[config.mk]
export PLATFORM = sky130hd
export DESIGN_NAME = spi_regs_top
export DESIGN_NICKNAME = d
export VERILOG_FILES = /design/src/rtl/spi_regs_pkg.sv /design/src/rtl/spi_slave.sv /design/src/rtl/spi_frame_ctrl.sv /design/src/rtl/reg_bank.sv /design/src/rtl/spi_regs_top.sv
export SDC_FILE = /design/constraint.sdc
export NUM_CORES = 1
export LEC_CHECK = 0
export BUFFER_PORTS_ARGS = -buffer_cell sky130_fd_sc_hd__clkbuf_2
export CAP_MARGIN = 20
export CORE_UTILIZATION = 35
export DETAILED_ROUTE_END_ITERATION = 6
export HOLD_SLACK_MARGIN = 0.1
export PLACE_DENSITY = 0.54
export SLEW_MARGIN = 20
export SYNTH_ARGS = -nofsm -noshare
export SYNTH_HDL_FRONTEND = slang
export SYNTH_SLANG_ARGS = --single-unit
[constraint.sdc]
create_clock -name sys_clk -period 2.2 [get_ports sys_clk]
set_input_delay 0.22 -clock sys_clk [delete_from_list [all_inputs] [get_ports sys_clk]]
set_output_delay 0.22 -clock sys_clk [all_outputs]
set_load 0.005 [all_outputs]
[src/rtl/spi_regs_pkg.sv]
// spi_regs_pkg
// shared constants for the SPI register block: bus mode, register map,
// slave FSM encoding and the command header layout

package spi_regs_pkg;

	// SPI bus mode, mode 3
	localparam bit spi_cpol = 1'b1;                     // sclk idles high
	localparam bit spi_cpha = 1'b1;                     // sample on trailing edge

	// register map
	localparam int unsigned reg_count = 8;              // byte registers 0..7
	localparam logic [6:0] addr_id = 7'd0;              // read-only id
	localparam logic [6:0] addr_scratch_lo = 7'd1;      // first scratch
	localparam logic [6:0] addr_scratch_hi = 7'd5;      // last scratch
	localparam logic [6:0] addr_gpio_out = 7'd6;        // drives gpio_out pin
	localparam logic [6:0] addr_gpio_in = 7'd7;         // reads gpio_in pin

	localparam logic [7:0] device_id = 8'hA5;           // fixed, not reset dependent

	// byte-level slave FSM
	localparam logic [1:0] st_idle = 2'd0;              // cs high or waiting for cs fall
	localparam logic [1:0] st_wait = 2'd1;              // waiting for next sclk edge
	localparam logic [1:0] st_edge = 2'd2;              // edge seen, bump counter
	localparam logic [1:0] st_done = 2'd3;              // byte complete, rx_valid

	localparam logic [3:0] sclk_edge_last = 4'd15;      // 16 edges per byte

	// first byte of a frame
	// raw view feeds the data path, decoded view is used for the header only
	typedef union packed {
		logic [7:0] raw;                                // byte as shifted in
		struct packed {
			logic       rd;                             // 1 = read, 0 = write
			logic [6:0] addr;                           // start address
		} fld;
	} spi_header_t;

endpackage

[src/rtl/spi_slave.sv]
// spi_slave
// byte-level SPI slave: synchronizes cs/sclk/mosi, finds the sample and
// shift edges for the selected mode and moves one byte each way per 16 edges

`timescale 1ns/1ps

module spi_slave #(
	parameter bit cpol = spi_regs_pkg::spi_cpol,        // sclk idle level
	parameter bit cpha = spi_regs_pkg::spi_cpha         // 1 = sample on trailing edge
) (
	input  logic       sys_clk,
	input  logic       sys_rst_n,
	input  logic       cs,                              // active low select
	input  logic       sclk,
	input  logic       mosi,
	output logic       miso,
	input  logic [7:0] tx_byte,                         // next byte to send
	output logic [7:0] rx_byte,                         // last byte received
	output logic       rx_valid,                        // one cycle per byte
	output logic       frame_start                      // one cycle at cs fall
);

	import spi_regs_pkg::*;

	logic       cs_meta;
	logic       cs_sync;
	logic       cs_d;                                   // previous synced cs
	logic       sclk_meta;
	logic       sclk_sync;
	logic       sclk_d;                                 // previous synced sclk
	logic       mosi_meta;
	logic       mosi_sync;                              // same latency as sclk_sync

	logic [1:0] state;
	logic [3:0] edge_cnt;                               // edges seen in this byte
	logic [7:0] mosi_shift;
	logic [7:0] miso_shift;

	logic       cs_fall;
	logic       sclk_rise;
	logic       sclk_fall;
	logic       lead_edge;
	logic       trail_edge;
	logic       edge_hit;
	logic       sample_now;
	logic       shift_now;

	// two-flop sync plus one history flop for edge detect
	always_ff @(posedge sys_clk) begin
		if (!sys_rst_n) begin
			cs_meta   <= 1'b1;                          // deselected
			cs_sync   <= 1'b1;
			cs_d      <= 1'b1;
			sclk_meta <= cpol;                          // idle level
			sclk_sync <= cpol;
			sclk_d    <= cpol;
		end else begin
			cs_meta   <= cs;
			cs_sync   <= cs_meta;
			cs_d      <= cs_sync;
			sclk_meta <= sclk;
			sclk_sync <= sclk_meta;
			sclk_d    <= sclk_sync;
		end
	end

	always_ff @(posedge sys_clk) begin
		mosi_meta <= mosi;
		mosi_sync <= mosi_meta;                         // stays aligned to sclk_sync
	end

	assign cs_fall    = cs_d & ~cs_sync;
	assign sclk_rise  = ~sclk_d & sclk_sync;
	assign sclk_fall  = sclk_d & ~sclk_sync;
	assign lead_edge  = cpol ? sclk_fall : sclk_rise;   // first edge after idle
	assign trail_edge = cpol ? sclk_rise : sclk_fall;

	// even count expects a leading edge, odd a trailing one
	assign edge_hit   = (state == st_wait) & ~cs_sync & (edge_cnt[0] ? trail_edge : lead_edge);
	assign sample_now = edge_hit & (cpha ? edge_cnt[0] : ~edge_cnt[0]);
	// with cpha the first leading edge only presents bit 7, no shift yet
	assign shift_now  = edge_hit &
		(cpha ? (~edge_cnt[0] & (edge_cnt != 4'd0)) : edge_cnt[0]);

	always_ff @(posedge sys_clk) begin
		if (!sys_rst_n) begin
			state <= st_idle;
		end else if (cs_sync) begin
			state <= st_idle;                           // deselect aborts any byte
		end else begin
			case (state)
				st_idle: begin
					if (cs_fall)
						state <= st_wait;
				end
				st_wait: begin
					if (edge_hit)
						state <= (edge_cnt == sclk_edge_last) ? st_done : st_edge;
				end
				st_edge: state <= st_wait;
				st_done: state <= st_wait;              // next byte of the frame
				default: state <= st_idle;
			endcase
		end
	end

	always_ff @(posedge sys_clk) begin
		if (!sys_rst_n)
			edge_cnt <= 4'd0;
		else if (state == st_idle || state == st_done)
			edge_cnt <= 4'd0;                           // new byte
		else if (state == st_edge)
			edge_cnt <= edge_cnt + 4'd1;
	end

	// receive shifter, msb first
	always_ff @(posedge sys_clk) begin
		if (!sys_rst_n)
			mosi_shift <= 8'h00;
		else if (sample_now)
			mosi_shift <= {mosi_shift[6:0], mosi_sync};
	end

	// transmit shifter, reloaded at frame start and after every byte
	always_ff @(posedge sys_clk) begin
		if (!sys_rst_n)
			miso_shift <= 8'h00;
		else if (cs_fall || state == st_done)
			miso_shift <= tx_byte;
		else if (shift_now)
			miso_shift <= {miso_shift[6:0], 1'b0};
	end

	assign miso        = ~cs & miso_shift[7];          // no tri-state, held low
	assign rx_byte     = mosi_shift;
	assign rx_valid    = (state == st_done);
	assign frame_start = cs_fall;

endmodule

[src/rtl/spi_frame_ctrl.sv]
// spi_frame_ctrl
// frame layer: decodes the command header, keeps the running address,
// issues register writes and picks the byte returned on the next slot

`timescale 1ns/1ps

module spi_frame_ctrl (
	input  logic       sys_clk,
	input  logic       sys_rst_n,
	input  logic       frame_start,
	input  logic       rx_valid,
	input  logic [7:0] rx_byte,
	output logic [7:0] tx_byte,
	output logic       wr_en,
	output logic [6:0] wr_addr,
	output logic [7:0] wr_data,
	output logic [6:0] rd_addr,
	input  logic [7:0] rd_data
);

	import spi_regs_pkg::*;

	spi_header_t hdr;                                   // rx_byte seen both ways
	logic        hdr_phase;                             // next byte is the header
	logic        is_read;                               // latched direction
	logic [6:0]  addr_q;                                // address of current data byte

	assign hdr = rx_byte;

	always_ff @(posedge sys_clk) begin
		if (!sys_rst_n) begin
			hdr_phase <= 1'b1;
			is_read   <= 1'b0;
			addr_q    <= 7'd0;
			wr_en     <= 1'b0;
		end else begin
			wr_en <= 1'b0;                              // strobe by default
			if (frame_start) begin
				hdr_phase <= 1'b1;                      // also drops a half frame
			end else if (rx_valid) begin
				if (hdr_phase) begin
					hdr_phase <= 1'b0;
					is_read   <= hdr.fld.rd;
					addr_q    <= hdr.fld.addr;
				end else begin
					addr_q <= addr_q + 7'd1;            // auto increment, wraps at 127
					wr_en  <= ~is_read;
				end
			end
		end
	end

	// write payload, valid with wr_en
	always_ff @(posedge sys_clk) begin
		if (rx_valid && !hdr_phase && !frame_start) begin
			wr_addr <= addr_q;
			wr_data <= hdr.raw;
		end
	end

	// look ahead one byte, the slave reloads its shifter at rx_valid
	assign rd_addr = hdr_phase ? hdr.fld.addr : addr_q + 7'd1;

	always_comb begin
		tx_byte = 8'h00;                                // header slot and writes
		if (frame_start)
			tx_byte = 8'h00;
		else if (hdr_phase)
			tx_byte = (rx_valid && hdr.fld.rd) ? rd_data : 8'h00;  // first read byte
		else if (is_read)
			tx_byte = rd_data;
	end

endmodule

[src/rtl/reg_bank.sv]
// reg_bank
// eight byte registers: fixed id, five scratch bytes, gpio output latch
// and a live view of gpio_in; unmapped reads return zero

`timescale 1ns/1ps

module reg_bank (
	input  logic       sys_clk,
	input  logic       sys_rst_n,
	input  logic       wr_en,
	input  logic [6:0] wr_addr,
	input  logic [7:0] wr_data,
	input  logic [6:0] rd_addr,
	output logic [7:0] rd_data,
	input  logic [7:0] gpio_in,
	output logic [7:0] gpio_out
);

	import spi_regs_pkg::*;

	logic [7:0] scratch [addr_scratch_lo:addr_scratch_hi];
	logic [7:0] gpio_out_q;
	logic       wr_scratch;
	logic       rd_scratch;
	logic       rd_mapped;

	assign wr_scratch = (wr_addr >= addr_scratch_lo) && (wr_addr <= addr_scratch_hi);
	assign rd_scratch = (rd_addr >= addr_scratch_lo) && (rd_addr <= addr_scratch_hi);
	assign rd_mapped  = (rd_addr < reg_count);

	// id and gpio_in are read only, writes there just fall through
	always_ff @(posedge sys_clk) begin
		if (!sys_rst_n) begin
			for (int i = addr_scratch_lo; i <= addr_scratch_hi; i++)
				scratch[i] <= 8'h00;
			gpio_out_q <= 8'h00;
		end else if (wr_en) begin
			if (wr_scratch)
				scratch[wr_addr[2:0]] <= wr_data;
			else if (wr_addr == addr_gpio_out)
				gpio_out_q <= wr_data;
		end
	end

	always_comb begin
		rd_data = 8'h00;                                // above 7 reads zero
		if (rd_mapped) begin
			if (rd_addr == addr_id)
				rd_data = device_id;
			else if (rd_scratch)
				rd_data = scratch[rd_addr[2:0]];
			else if (rd_addr == addr_gpio_out)
				rd_data = gpio_out_q;                   // readback of the latch
			else if (rd_addr == addr_gpio_in)
				rd_data = gpio_in;                      // live pin value
		end
	end

	assign gpio_out = gpio_out_q;

endmodule

[src/rtl/spi_regs_top.sv]
// spi_regs_top
// SPI attached register block: byte slave, frame control and register map

`timescale 1ns/1ps

module spi_regs_top (
	input  logic       sys_clk,
	input  logic       sys_rst_n,
	input  logic       cs,
	input  logic       sclk,
	input  logic       mosi,
	output logic       miso,
	input  logic [7:0] gpio_in,
	output logic [7:0] gpio_out
);

	import spi_regs_pkg::*;

	logic [7:0] tx_byte;
	logic [7:0] rx_byte;
	logic       rx_valid;
	logic       frame_start;
	logic       wr_en;
	logic [6:0] wr_addr;
	logic [7:0] wr_data;
	logic [6:0] rd_addr;
	logic [7:0] rd_data;

	spi_slave #(
		.cpol (spi_cpol),
		.cpha (spi_cpha)
	) u_spi_slave (
		.sys_clk     (sys_clk),
		.sys_rst_n   (sys_rst_n),
		.cs          (cs),
		.sclk        (sclk),
		.mosi        (mosi),
		.miso        (miso),
		.tx_byte     (tx_byte),
		.rx_byte     (rx_byte),
		.rx_valid    (rx_valid),
		.frame_start (frame_start)
	);

	spi_frame_ctrl u_spi_frame_ctrl (
		.sys_clk     (sys_clk),
		.sys_rst_n   (sys_rst_n),
		.frame_start (frame_start),
		.rx_valid    (rx_valid),
		.rx_byte     (rx_byte),
		.tx_byte     (tx_byte),
		.wr_en       (wr_en),
		.wr_addr     (wr_addr),
		.wr_data     (wr_data),
		.rd_addr     (rd_addr),
		.rd_data     (rd_data)
	);

	reg_bank u_reg_bank (
		.sys_clk   (sys_clk),
		.sys_rst_n (sys_rst_n),
		.wr_en     (wr_en),
		.wr_addr   (wr_addr),
		.wr_data   (wr_data),
		.rd_addr   (rd_addr),
		.rd_data   (rd_data),
		.gpio_in   (gpio_in),
		.gpio_out  (gpio_out)
	);

endmodule

Yosys cells after proc, flatten, opt, wreduce, memory -nomap -nowiden
Memories as Yosys holds them, arrays and structs flattened. Cells that the tools add are included.

Memory bits (writable): 40. Word-level logic and storage cells: 103. Memories: 1. Output and inout bits: 9. Bits of input ports: 13. Bits in registers: 63.

Memories: u_reg_bank.scratch (depth 5, bits a word 8, rd ports 1, clocked after Yosys merged registers in 0, write ports 5, line reg_bank.sv:21) `logic [7:0] scratch [addr_scratch_lo:addr_scratch_hi];`.

Add/subtract/negate cells: 2. $lt $le $gt $ge: 5. Equality and inequality tests: 9. Bitwise logic cells: 19. Mux-type cells: 25. Reduce and logical (&&, ||, !) cells: 23.

Operators by type and width (count): 8-bit two-way mux (12); 7-bit by 3-bit equality test with 1-bit output, second input constant (3); 7-bit by 1-bit >= comparator with 1-bit output, second input constant (2); 7-bit by 3-bit less-or-equal comparator with 1-bit output, second input constant (2); 1-bit NOT (10); 1-bit AND (9); 1-bit two-way mux (8); 2-bit OR reduction (4); 8-bit OR reduction (1); 7-bit by 1-bit adder with 7-bit output, second input constant (1); 7-bit zero test (1); 7-bit by 4-bit < comparator with 1-bit output, second input constant (1); 7-bit two-way mux (1); 2-bit one-hot mux with 3 select lines (1); 3-bit AND reduction (2); 1-bit logical AND (5); 4-bit by 1-bit adder with 4-bit output, second input constant (1); 2-bit equality test, second input constant (2); 4-bit equality test, second input constant (1); 2-bit two-way mux (2); 2-bit by 1-bit inequality test with 1-bit output, second input constant (2); 2-bit AND reduction (2); 4-bit nonzero test (1); 4-bit OR reduction (1); 6 further kinds (8).

Depth between registers and ports, before layout
Gate-level depths: netlist of run 1.

Depth in word-level cells: 12. Gate-level depth with buffers: 9. Mapped depth without buffers: 8.

Hierarchy
A second synthesis of run 1 with hierarchy kept.

Cells, all modules: 434. Area, all modules: 4890.9 um^2.

Modules (own cells, without submodules): reg_bank (sequential area each 1421.4 um^2, area an instance 2492.4 um^2, instances 1, cells an instance 210); spi_slave (sequential area each 600.6 um^2, area an instance 1228.7 um^2, instances 1, cells an instance 121); spi_frame_ctrl (sequential area each 650.6 um^2, area an instance 1169.9 um^2, instances 1, cells an instance 103).

Worst setup path after synthesis of run 1
OpenSTA, ideal clock, no wires.

Kind: reg-to-reg. Start point: register u_spi_frame_ctrl.addr_q[0]. End point: register u_spi_slave.miso_shift[4]. Arrival: 1.924 ns. Data required time: 2.140 ns. Clock period less this slack: 1.984 ns. Setup time: 0.060 ns. Stages on the path, launching flop included: 8. Slack: 0.216 ns. Path buffers: 0. Path through: dfxtp_1 -> ha_1 -> nand2_1 -> o21ai_1 -> nand4b_1 -> a2111o_1 -> a2111oi_2 -> o221a_1.

Cells in the longest elaborated chain, start to end: 12. Elaborated cells on any way between the ends: 20. Those cells by class: add/sub: 1; order compare: 3; eq/ne: 2; mux: 11; reduce/logical: 2; memory: 1.

RTL lines: start, declared (line spi_frame_ctrl.sv:26) `logic [6:0] addr_q;`; start signal, assigned (line spi_frame_ctrl.sv:44) `addr_q <= hdr.fld.addr;`; start signal, assigned (line spi_frame_ctrl.sv:46) `addr_q <= addr_q + 7'd1;`; 7-bit by 1-bit adder with 7-bit output (*) (line spi_frame_ctrl.sv:62) `assign rd_addr = hdr_phase ? hdr.fld.addr : addr_q + 7'd1;`; 7-bit two-way mux (*) (line spi_frame_ctrl.sv:62); parallel branches: the longest is 5 deep, another holds 7-bit by 1-bit >= comparator with 1-bit output; 8-bit two-way mux (*) (line reg_bank.sv:47) `if (rd_mapped) begin`; 8-bit two-way mux (on tied branches) (line spi_frame_ctrl.sv:70, spi_frame_ctrl.sv:69); 8-bit two-way mux (*) (line spi_frame_ctrl.sv:68) `else if (hdr_phase)`; 8-bit two-way mux (*) (line spi_frame_ctrl.sv:66) `if (frame_start)`; 8-bit two-way mux (*) (line spi_slave.sv:128) `else if (cs_fall || state == st_done)`; end signal, assigned (line spi_slave.sv:129) `miso_shift <= tx_byte;`; end signal, assigned (line spi_slave.sv:131) `miso_shift <= {miso_shift[6:0], 1'b0};`; end, declared (line spi_slave.sv:37) `logic [7:0] miso_shift;`.

Mark *: on every way between the ends. A chain may end at the register's enable or synchronous reset.

Final worst setup path of run 1
Same ends and word-level chain as after synthesis.

==> results of run 1 <==
## layer usage
layer | wire (um) | vias up | track usage, %
li1 | - | 1609 | -
met3 | 458 | 27 | 4.07
met1 | 5340 | 1617 | 22.6
met4 | 384 | 0 | 8.52
met2 | 4960 | 55 | 24.5
met5 | 0 | - | 0
## layout make-up
type	count	area [um^2]
inverter	6	25.0
clock inverter	7	93.8
timing repair buffer	58	419
multi-input combinational	293	2030
clock buffer	9	225
tap	176	220
sequential	105	2680
fill	1300	7660
## registers in the layout (all words and copies together), names as in the netlist, 4 cells and up
signal	count
u_spi_frame_ctrl.wr_data	8
u_spi_slave.edge_cnt	4
u_spi_slave.rx_byte	8
u_reg_bank.gpio_out	8
u_spi_frame_ctrl.addr_q	7
u_spi_slave.miso_shift	8
u_reg_bank.scratch	42
u_spi_frame_ctrl.wr_addr	7
## critical path: stages (launching register included)
cell	delay, ps
sky130_fd_sc_hd__dfxtp_1	390
sky130_fd_sc_hd__ha_4	170
sky130_fd_sc_hd__nand2_1	90
sky130_fd_sc_hd__o21ai_2	140
sky130_fd_sc_hd__nand4b_1	100
sky130_fd_sc_hd__a2111o_1	570
sky130_fd_sc_hd__a2111oi_2	330
sky130_fd_sc_hd__o221a_1	240
## synth_stat cells, types with 2 or more instances
cell type,count
sky130_fd_sc_hd__o211a_1,2
sky130_fd_sc_hd__o21ai_0,18
sky130_fd_sc_hd__buf_6,4
sky130_fd_sc_hd__o2bb2ai_1,2
sky130_fd_sc_hd__nor2_1,15
sky130_fd_sc_hd__xor2_1,5
sky130_fd_sc_hd__o221a_1,2
sky130_fd_sc_hd__and3_1,2
sky130_fd_sc_hd__clkbuf_1,4
sky130_fd_sc_hd__a21boi_0,4
sky130_fd_sc_hd__o21ai_1,2
sky130_fd_sc_hd__nand2_1,38
sky130_fd_sc_hd__nand2b_1,14
sky130_fd_sc_hd__ha_1,7
sky130_fd_sc_hd__buf_4,2
sky130_fd_sc_hd__dfxtp_1,48
sky130_fd_sc_hd__mux2_2,9
sky130_fd_sc_hd__nand4_1,3
sky130_fd_sc_hd__a31o_1,3
sky130_fd_sc_hd__nor2b_1,24
sky130_fd_sc_hd__edfxtp_1,57
sky130_fd_sc_hd__mux2i_1,25
sky130_fd_sc_hd__o21a_1,3
sky130_fd_sc_hd__or3_1,2
sky130_fd_sc_hd__nor3_1,7
sky130_fd_sc_hd__inv_1,5
sky130_fd_sc_hd__a21oi_1,10
sky130_fd_sc_hd__a211o_1,3
sky130_fd_sc_hd__o22ai_1,2
sky130_fd_sc_hd__and2_1,42
sky130_fd_sc_hd__nand3_1,10
sky130_fd_sc_hd__a211oi_1,2
sky130_fd_sc_hd__mux4_2,2
sky130_fd_sc_hd__o21bai_1,2
sky130_fd_sc_hd__a31oi_1,2
sky130_fd_sc_hd__a2111oi_2,2
sky130_fd_sc_hd__o22a_1,2
sky130_fd_sc_hd__a21o_1,2
sky130_fd_sc_hd__o221ai_1,2
## report_power, final
group / internal, mW / leakage, nW / switching (mW)
clock: 0.998 / 0.153 / 0.713
combinational: 0.0393 / 1.13 / 0.0491
sequential: 2.09 / 0.961 / 0.0123
total: 3.13 / 2.24 / 0.775
## cells by family after synthesis
| kind of cell | count (synthesis) | synth area share, % |
|---|---|---|
| flip-flops | 105 | 55.5 |
| buffers and inverters | 21 | 3.06 |
| adder cells (fa/ha/maj) | 7 | 1.82 |
| AO/OA/AOI/OAI | 74 | 11.0 |
| other | 1 | 0.0778 |
| AND/OR/NAND/NOR | 168 | 19.3 |
| XOR/XNOR | 6 | 1.09 |
| multiplexers | 36 | 8.23 |
## per-stage QoR
stage / power [mW] / instances / setup TNS (ps) / util, % / setup slack [ps]
finish: 3.90 / 654 / 0 / 42.6 / 105
global route: 4.03 / 654 / -169 / 42.6 / -34.9
CTS: 3.95 / 653 / 0 / 42.3 / 56.7
detailed placement: 2.23 / 633 / 0 / 39.6 / 5.31
global placement: 2.23 / 633 / 0 / 39.6 / 76.1
floorplan: 2.20 / 419 / 0 / - / 216
## final timing paths
path | to | slack, ps | depth (start not counted)
min | u_spi_slave.miso_shift[3]$_SDFFE_PN0P_ | 310 | 5
max | u_spi_slave.miso_shift[4]$_SDFFE_PN0P_ | 100 | 7
max reg2reg | u_spi_slave.miso_shift[4]$_SDFFE_PN0P_ | 100 | 7
min reg2reg | u_spi_slave.mosi_sync$_DFF_P_ | 340 | 0
## repair_timing
item / in CTS / in global routing
pin swaps: 1 / 2
setup buffers: 1 / 1
hold buffers: 3 / 0
hold endpoints to repair: 3 / 0
resized for setup: 1 / 11
cloned: 0 / 0
endpoints found under the setup margin: 2 / 12
==> run summary, run 1 <==
- finished, final reports clean — run status
- 67 — number of unique standard cell types used by synthesis
- sky130_fd_sc_hd__edfxtp_1 — most common cell after layout, fill and taps aside
- 14200 um^2 — Die ar.
- reg2reg — WS Path Type
- 412 uV — worst vdd ir
- u_spi_frame_ctrl.addr_q[0]$_SDFFE_PN0P_ — Critical path origin
- 7 — worst-path fanout max
- 5690 um^2 — post-route cell area
- sky130_fd_sc_hd__edfxtp_1 — cell type with the largest total area after synthesis
- 0 — number of antenna-violating nets in the routed design
- 3312 — via count of the first global-routing pass
- 0.864 — gp weighted congestion
- 0 — n_diodes
- true — RSZ-0062 raised after global routing
- 168 — count of routing violations after the opening detailed-route iteration
- 9 — CTS buffer count
- sky130_fd_sc_hd__edfxtp_1 — predominant post-synthesis flop cell
- 0 — number of antenna violations at the first check in global routing
- 11.1 mm — total wire length after detailed routing
- 22 — I/O pin cnt
- 2 — worst-case clock buffer depth
- 493 — final-stage net count
- 16.6% — overall fraction of global-route tracks in use
- 21 — count of port buffers added during placement
- 686 nW/um^2 — total power density per cell area
- 0 — number of max-slew violations in the final report
- 2.24 nW — Leakage Power
- 11.5 um^2 — per-instance average area after synthesis
- 340 ps — Worst-Skew Late Latency
- sky130_fd_sc_hd__clkbuf_16 — CTS Root Cell
- 42 — std cell rows
- 36.1% — initial standard-cell utilization of the core
- register — capturing element type of the critical path
- 4 — DR pass1 iterations
- 2380 ps — arrival time of the worst setup path
- gpio_in[3] — start point of the worst hold path
- 4820 um^2 — combined area of all synthesized cells
- 95.2% — part of the cycle the worst path needs
- 18.1% — P&R area growth vs syn
- 2100 ps — post-layout minimum cycle time
- 0 — total count of hold-check failures in the final report
- 70 ps — clock-pin transition on the worst setup and hold timing paths
- 105 — clock sink count
- 57 — number of flops mapped to enable cells by yosys
- 0 — total of endpoints with negative setup slack in the final report
- 17.0 um — routed wirelength normalized by instance count
- 2480 ps — Critical Path RT
- 119 um — DIE HEIGHT
- register — category of the worst setup path launch point
- 418 — Post-Synthesis Cells
- 0 — remaining global-route overflow
- u_spi_frame_ctrl.addr_q[0]$_SDFFE_PN0P_ — reg2reg start
- 105 — register bit total from synthesis
- 477 MHz — peak clock frequency supported by timing
- 47 — maximum number of pins on one net before global-route repair
- sky130_fd_sc_hd__edfxtp_1 36%, sky130_fd_sc_hd__dfxtp_1 20%, sky130_fd_sc_hd__and2_1 5.5%, sky130_fd_sc_hd__mux2i_1 5.2%, sky130_fd_sc_hd__nor2b_1 3.1% — leading post-synthesis cells by cell area
- 5.06 — vias per std cell
- 55.5% — register area share after synthesis
- done — CTS tree
- 119 um — x dimension of the die
- 13300 um^2 — core region area
- 0% — share of flip-flops with an asynchronous set or reset after synthesis
- 0 — Max-cap violations
- 3308 — total via count in the routed design
- 8.12 mm — Post-DP HPWL
- 35.5% — post-synth top area share
- 498 ps — transition time of the tightest slew-check pin
- 0 — number of warning messages in the yosys log
- 3 — H-tree levels
- 311 ps — Hold Worst Slack
- 17.7 mm — first-pass GRT wire length
- 6.23 ps — Max Clock Skew
- 66.7% — worst slew slack as a fraction of its limit
- 5290 um^2 — Post-DP Area
- in2reg — type of the worst min-delay path
- 57 x sky130_fd_sc_hd__edfxtp_1, 45 x sky130_fd_sc_hd__dfxtp_1, 42 x sky130_fd_sc_hd__and2_1 — most frequent cells in the layout
- 20.3% — layout cells sized above 1
- 0 — DRC errors left
Power figures use the tool's default switching activity.
==> run 2: changes to the inputs <==
--- a/config.mk
+++ b/config.mk
@@ -8,8 +8,8 @@
 export BUFFER_PORTS_ARGS = -buffer_cell sky130_fd_sc_hd__clkbuf_2
 export CAP_MARGIN = 20
-export CORE_UTILIZATION = 35
+export CORE_UTILIZATION = 60
 export DETAILED_ROUTE_END_ITERATION = 6
 export HOLD_SLACK_MARGIN = 0.1
-export PLACE_DENSITY = 0.54
+export PLACE_DENSITY = 0.82
 export SLEW_MARGIN = 20
 export SYNTH_ARGS = -nofsm -noshare
==> constraint.sdc (replaced) <==
create_clock -name sys_clk -period 2.2 [get_ports sys_clk]
set_input_delay 0.22 -clock sys_clk [delete_from_list [all_inputs] [get_ports sys_clk]]
set_output_delay 0.22 -clock sys_clk [all_outputs]
set_load 0.02 [all_outputs]
==> run 2 against run 1 <==
Die area down 41%; fmax down 2.5%; sequential power about the same; critical path depth down 1; total power down 12%; hold slack worse by 9.5 ps; final area down 4.7%; clock power down 29%; critical endpoint unchanged.
==> run summary, run 2 (synthesis results as in run 1) <==
- 3.42 mW — total chip power, -12%
- 751 uW — switching power, -3.1%
- 62.0% — initial standard-cell utilization of the core, +26 points
- 21 — count of port buffers added during placement, unchanged
- 3 — H-tree levels, unchanged
- 32 — std cell rows, -24%
- 490 — final-stage net count, -0.61%
- done — CTS tree
- 5420 um^2 — post-route cell area, -4.7%
- 0 — remaining global-route overflow, unchanged
- 58.0% — worst slew slack as a fraction of its limit, -8.7 points
- 100 ps — clock-pin transition on the worst setup and hold timing paths, +30 ps
- 22.0% — switching power as a share of total power, +2.1 points
- 105 — clock sink count, unchanged
- u_spi_slave.miso_shift[4]$_SDFFE_PN0P_ — Worst R2R End
- 5 — number of cells traversed by the worst hold path, unchanged
- 0 — number of antenna violations at the first check in global routing, unchanged
- 19.2% — layout cells sized above 1, -1.1 points
- 2.67 mW — internal cell power, -15%
- 5 — DR pass1 iterations, +1
- 2.17 nW — Leakage Power, -3.3%
- 0 — number of max-slew violations in the final report, unchanged
- 69.8% — post-layout utilization of the core, +27 points
- 0 — total count of hold-check failures in the final report, unchanged
- 380 ps — Worst-Skew Late Latency, +40 ps
- 6 — worst-path fanout max, -1
- 10.8 mm — total wire length after detailed routing, -3.2%
- 5140 um^2 — Post-DP Area, -2.9%
- 42 — flip-flop count of the largest register after layout, unchanged
- 17.3 mm — first-pass GRT wire length, -2.4%
- 2.7% — Gate power share, +0.4 points
- 604 — total of fill cells in the finished design, -54%
- 6 — worst reg2reg path depth, -1
- 307 uV — worst vdd ir, -26%
- 5.91 — vias per std cell, +17%
- register — category of the worst setup path launch point
- sky130_fd_sc_hd__clkbuf_8 — CTS Root Cell
- 22 — I/O pin cnt, unchanged
- 61.5% — part of the total power dissipated in sequential elements, +7.6 points
- 3335 — via count of the first global-routing pass, +0.69%
- 7.51 mm — Post-DP HPWL, -7.5%
- reg2reg — WS Path Type
- register — capturing element type of the critical path
- 2150 ps — post-layout minimum cycle time, +53.1 ps
- sky130_fd_sc_hd__edfxtp_1 — most common cell after layout, fill and taps aside
- 57 x sky130_fd_sc_hd__edfxtp_1, 46 x sky130_fd_sc_hd__dfxtp_1, 42 x sky130_fd_sc_hd__and2_1 — most frequent cells in the layout
- met2 — peak-usage layer in the global routing report
- 50 ps — flop2flop setup slack, -50 ps
- 0 — Max-cap violations, unchanged
- 0 ps — total negative slack, unchanged
- 0.940 — gp weighted congestion, +8.8%
- 465 MHz — peak clock frequency supported by timing, -2.5%
- 3411 — total via count in the routed design, +3.1%
- 47 — maximum number of pins on one net before global-route repair, unchanged
- 628 ps — transition time of the tightest slew-check pin, +131 ps
- 263 — count of routing violations after the opening detailed-route iteration, +57%
- 15.9 ps — Max Clock Skew, +9.66 ps
- 2520 ps — Critical Path RT, +40 ps
- 91.6 um — DIE HEIGHT, -23%
- 36.9 ps — Worst Setup Slack post-DPL, +31.6 ps
- 0 — number of antenna-violating nets in the routed design, unchanged
- 34.8% — GR Util met1, +12 points
- 0 — DRC errors left, unchanged
- 35.8% — clock share of power, -8.0 points
- in2reg — type of the worst min-delay path
- 46.1% — global routing usage on met2, +22 points
- finished, final reports clean — run status
- 9 — CTS buffer count, unchanged
- u_reg_bank.scratch — largest register by flop count
- u_spi_slave.miso_shift[3]$_SDFFE_PN0P_ — worst hold endpoint
- 51.4 ps — final setup margin, -53.1 ps
- 0 — n_diodes, unchanged
- 91.6 um — x dimension of the die, -23%
- u_spi_frame_ctrl.addr_q[2]$_SDFFE_PN0P_ — reg2reg start
- 630 nW/um^2 — total power density per cell area, -8.0%
- 12.5% — P&R area growth vs syn
- gpio_in[3] — start point of the worst hold path
- 7770 um^2 — core region area, -42%
- 8400 um^2 — Die ar., -41%
- 0 — total of endpoints with negative setup slack in the final report, unchanged
- 2470 ps — arrival time of the worst setup path, +90 ps
- 18.7 um — routed wirelength normalized by instance count, +9.7%
- 2 — worst-case clock buffer depth, unchanged
- 27.6% — overall fraction of global-route tracks in use, +11 points
- 97.7% — part of the cycle the worst path needs, +2.4 points
- 4.06% — met3 Resource Use GR, -0.0079 points
## run 2: worst max-delay path: stages (launching register included)
cell                        delay, ps
sky130_fd_sc_hd__dfxtp_1          500
sky130_fd_sc_hd__nand3_2          170
sky130_fd_sc_hd__o21ai_0          210
sky130_fd_sc_hd__nand4b_1         140
sky130_fd_sc_hd__a2111o_1         480
sky130_fd_sc_hd__a2111oi_2        360
sky130_fd_sc_hd__o221a_1          250
## run 2: layer usage
| metal | vias up | part of all wire (%) |
|---|---|---|
| li1 | 1609 | - |
| met1 | 1633 | 42 |
| met2 | 131 | 49 |
| met3 | 38 | 5.4 |
| met4 | 0 | 3.4 |
| met5 | - | 0 |
## run 2: area by class of cell
cell class,count,area (um^2),share of cell area [%]
Sequential cell,105,2680,49.4
Multi-Input combinational cell,293,2010,37.1
Timing Repair Buffer,55,380,7.01
Tap cell,102,128,2.35
Clock buffer,9,124,2.28
Clock inverter,7,78.8,1.45
Inverter,6,25.0,0.461
## run 2: power by group through the flow
stage / Combinational, mW / Clock, mW / Sequential (mW)
after CTS: 0.0911 / 1.24 / 2.11
after global placement: 0.0832 / 0 / 2.15
after floorplan: 0.0529 / 0 / 2.14
final: 0.0909 / 1.22 / 2.10
after detailed placement: 0.0866 / 0 / 2.15
after global routing: 0.0977 / 1.32 / 2.11
## run 2: timing repair
action,4_1_cts,5_1_grt
setup buffers,0,4
hold endpoints to repair,3,0
setup endpoints to repair,0,7
hold buffers,3,0
gates resized for setup,0,5
## run 2: how the worst max path moves through the flow
stage,start,endpoint,slack (ps),depth (start not counted)
2_1_floorplan,u_spi_frame_ctrl.addr_q[0]$_SDFFE_PN0P_,u_spi_slave.miso_shift[4]$_SDFFE_PN0P_,220,7
3_3_place_gp,u_spi_frame_ctrl.addr_q[1]$_SDFFE_PN0P_,u_spi_slave.miso_shift[3]$_SDFFE_PN0P_,140,8
3_5_place_dp,u_spi_frame_ctrl.addr_q[1]$_SDFFE_PN0P_,u_spi_slave.miso_shift[4]$_SDFFE_PN0P_,40,7
4_1_cts,u_spi_frame_ctrl.addr_q[1]$_SDFFE_PN0P_,u_spi_slave.miso_shift[4]$_SDFFE_PN0P_,20,7
5_1_grt,u_spi_frame_ctrl.addr_q[1]$_SDFFE_PN0P_,u_spi_slave.miso_shift[6]$_SDFFE_PN0P_,-0.8,7
6_report,u_spi_frame_ctrl.addr_q[2]$_SDFFE_PN0P_,u_spi_slave.miso_shift[4]$_SDFFE_PN0P_,50,6
## run 2: per-stage QoR
stage | hold slack [ps] | cells
2_1_floorplan | 248 | 419
3_3_place_gp | 310 | 554
3_5_place_dp | 314 | 554
4_1_cts | 296 | 573
5_1_grt | 334 | 577
6_report | 301 | 577
==> run 3: changes to the inputs <==
- CORE_UTILIZATION: 60 -> 55
- MAX_ROUTING_LAYER: default -> met4
- PLACE_DENSITY: 0.82 -> 0.76
- clock period: 2.2 -> 2.6 ns (I/O delays scaled with it)
==> run 3 against run 2 <==
Hold slack gained 41 ps; clock-buffer cell count grew 4; global-route usage shrank 1.4 points; combinational power shrank 15%; die area grew 8.9%; via count shrank 3.3%; sequential share of layout area grew 1.3 points; clock skew shrank 2.7 ps; critical path depth grew 1; core utilization shrank 6.6 points.
==> run summary, run 3 (synthesis results as in run 1) <==
- 9140 um^2 — Die ar., +8.9%
- 0 — total count of hold-check failures in the final report, unchanged
- 334 uV — worst vdd ir, +8.8%
- met2 — peak-usage layer in the global routing report
- 8 — worst-path fanout max, +2
- 8340 um^2 — core region area, +7.4%
- 2670 um^2 — area taken by flip-flops and latches, -0.19%
- 15.5% — layout cells sized above 1, -3.7 points
- 13.1 ps — Max Clock Skew, -2.75 ps
- finished, final reports clean — run status
- 599 uW — switching power, -20%
- 21.1% — switching power as a share of total power, -0.86 points
- 42 — flip-flop count of the largest register after layout, unchanged
- 9.40% — P&R area growth vs syn
- u_spi_slave.mosi_sync$_DFF_P_ — worst hold endpoint
- 95.6 um — x dimension of the die, +4.3%
- 538 nW/um^2 — total power density per cell area, -15%
- 95.6 um — DIE HEIGHT, +4.3%
- register — capturing element type of the critical path
- 7.39 mm — Post-DP HPWL, -1.5%
- 564 — fin cells, -2.3%
- 2910 ps — Critical Path RT, +390 ps
- 2380 ps — post-layout minimum cycle time, +235 ps
- 420 MHz — peak clock frequency supported by timing, -9.9%
- 0 — Max-cap violations, unchanged
- 545 — total placed cells including tap cells, -1.6%
- 343 ps — Hold Worst Slack, +41.4 ps
- 0 — count of buffers added by post-CTS timing repair for setup, unchanged
- 0 — number of cells traversed by the worst hold path, -5
- 62.7% — part of the total power dissipated in sequential elements, +1.2 points
- 3 — H-tree levels, unchanged
- sky130_fd_sc_hd__clkbuf_8 — CTS Root Cell
- 370 ps — Worst-Skew Late Latency, about the same
- u_reg_bank.scratch — largest register by flop count
- 57.8% — initial standard-cell utilization of the core, -4.3 points
- 90 ps — clock-pin transition on the worst setup and hold timing paths, about the same
- sky130_fd_sc_hd__edfxtp_1 — most common cell after layout, fill and taps aside
- 0.933 — gp weighted congestion, -0.78%
- 3 — hold buffers post-CTS, unchanged
- 2 — worst-case clock buffer depth, unchanged
- 7 — worst reg2reg path depth, +1
- 2690 ps — arrival time of the worst setup path, +220 ps
- 47 — maximum number of pins on one net before global-route repair, unchanged
- 5 — DR pass1 iterations, unchanged
- 291 ps — Worst Setup Slack post-DPL, +254 ps
- 0 — remaining global-route overflow, unchanged
- 52.0% — worst slew slack as a fraction of its limit, -5.9 points
- 33.0% — GR Util met1, -1.8 points
- 0 — number of antenna violations at the first check in global routing, unchanged
- u_spi_slave.miso_shift[6]$_SDFFE_PN0P_ — Worst R2R End
- 0 — number of max-slew violations in the final report, unchanged
- 22 — I/O pin cnt, unchanged
- 0 ps — total negative slack, unchanged
- 16.8 mm — first-pass GRT wire length, -2.8%
- 18.9 um — routed wirelength normalized by instance count, +1.2%
- 716 ps — transition time of the tightest slew-check pin, +88.0 ps
- 0 — DRC errors left, unchanged
- 192 — count of routing violations after the opening detailed-route iteration, -27%
- 105 — clock sink count, unchanged
- 4.78% — met3 Resource Use GR, +0.72 points
- 34.5% — clock share of power, -1.3 points
- 10.7 mm — total wire length after detailed routing, -1.1%
- 217 ps — final setup margin, +165 ps
- u_spi_slave.mosi_meta$_DFF_P_ — start point of the worst hold path
- reg2reg — type of the worst min-delay path
- 21 — count of port buffers added during placement, unchanged
- 33 — std cell rows, +3.1%
- 0 — Resized cells post-CTS, unchanged
- 26.1% — overall fraction of global-route tracks in use, -1.4 points
- 5.85 — vias per std cell, -1.1%
- 41.3% — global routing usage on met2, -4.7 points
- 0 — total of endpoints with negative setup slack in the final report, unchanged
- 686 — total of fill cells in the finished design, +14%
- 9 — CTS buffer count, unchanged
- 0 — number of antenna-violating nets in the routed design, unchanged
- 0 — n_diodes, unchanged
- 3251 — via count of the first global-routing pass, -2.5%
- done — CTS tree
- 3298 — total via count in the routed design, -3.3%
- u_spi_frame_ctrl.addr_q[0]$_SDFFE_PN0P_ — reg2reg start
- false — RSZ-0062 raised after global routing
- 2.7% — Gate power share, about the same
- 2.24 mW — internal cell power, -16%
- 2.08 nW — Leakage Power, -3.9%
- 474 — final-stage net count, -3.3%
- 57 x sky130_fd_sc_hd__edfxtp_1, 48 x sky130_fd_sc_hd__dfxtp_1, 42 x sky130_fd_sc_hd__and2_1 — most frequent cells in the layout
- register — category of the worst setup path launch point
- 220 ps — flop2flop setup slack, +170 ps
- 63.2% — post-layout utilization of the core, -6.6 points
- 2000 um^2 — area of the multi-input gates, -0.31%
- 91.7% — part of the cycle the worst path needs, -6.0 points
- reg2reg — WS Path Type
[run 3: cell count changes in the layout (fill, tap and decap cells not counted), sizes merged]
cell,previous run,this run
clkbuf,30,34
buf,31,15
inv,8,6
clkinvlp,1,0
bufinv,1,0
[run 3: cell type report]
| type | instances | area share, % |
|---|---|---|
| clock inverter | 3 | 0.427 |
| multi-input combinational | 293 | 38.0 |
| timing repair buffer | 39 | 4.70 |
| sequential | 105 | 50.7 |
| tap | 105 | 2.49 |
| clock buffer | 13 | 3.23 |
| inverter | 6 | 0.475 |
[run 3: how the worst max path moves through the flow]
stage                                            startpoint                                endpoint  slack [ps]
detailed placement  u_spi_frame_ctrl.addr_q[0]$_SDFFE_PN0P_  u_spi_slave.miso_shift[6]$_SDFFE_PN0P_         290
global route        u_spi_frame_ctrl.addr_q[0]$_SDFFE_PN0P_  u_spi_slave.miso_shift[6]$_SDFFE_PN0P_          50
finish              u_spi_frame_ctrl.addr_q[0]$_SDFFE_PN0P_  u_spi_slave.miso_shift[6]$_SDFFE_PN0P_         220
CTS                 u_spi_frame_ctrl.addr_q[0]$_SDFFE_PN0P_  u_spi_slave.miso_shift[6]$_SDFFE_PN0P_         240
global placement    u_spi_frame_ctrl.addr_q[0]$_SDFFE_PN0P_  u_spi_slave.miso_shift[4]$_SDFFE_PN0P_         420
floorplan           u_spi_frame_ctrl.addr_q[0]$_SDFFE_PN0P_  u_spi_slave.miso_shift[4]$_SDFFE_PN0P_         620
[run 3: metrics by stage]
stage,instance area [um^2],power [mW]
after floorplan,4820,1.86
after global placement,5050,1.89
after detailed placement,5050,1.89
after CTS,5270,2.85
after global routing,5270,2.93
final,5270,2.84
[run 3: power by group through the flow]
| stage | Clock [mW] | Sequential [mW] | Combinational [mW] |
|---|---|---|---|
| CTS | 0.991 | 1.78 | 0.0764 |
| detailed placement | 0 | 1.82 | 0.0727 |
| global placement | 0 | 1.82 | 0.0716 |
| finish | 0.980 | 1.78 | 0.0773 |
| global route | 1.06 | 1.78 | 0.0837 |
| floorplan | 0 | 1.81 | 0.0447 |
[run 3: metal layers]
metal	up-vias	routed length, um
li1	1573	-
met1	1617	4730
met2	89	5280
met3	19	439
met4	0	227
met5	-	0
[run 3: critical path: stages, from the launching register on]
cell                        delay (ps)
sky130_fd_sc_hd__dfxtp_1           470
sky130_fd_sc_hd__ha_1              270
sky130_fd_sc_hd__nand2_1           110
sky130_fd_sc_hd__o21ai_1           200
sky130_fd_sc_hd__nand4b_1          130
sky130_fd_sc_hd__a2111o_1          590
sky130_fd_sc_hd__a2111oi_2         330
sky130_fd_sc_hd__o221a_1           230
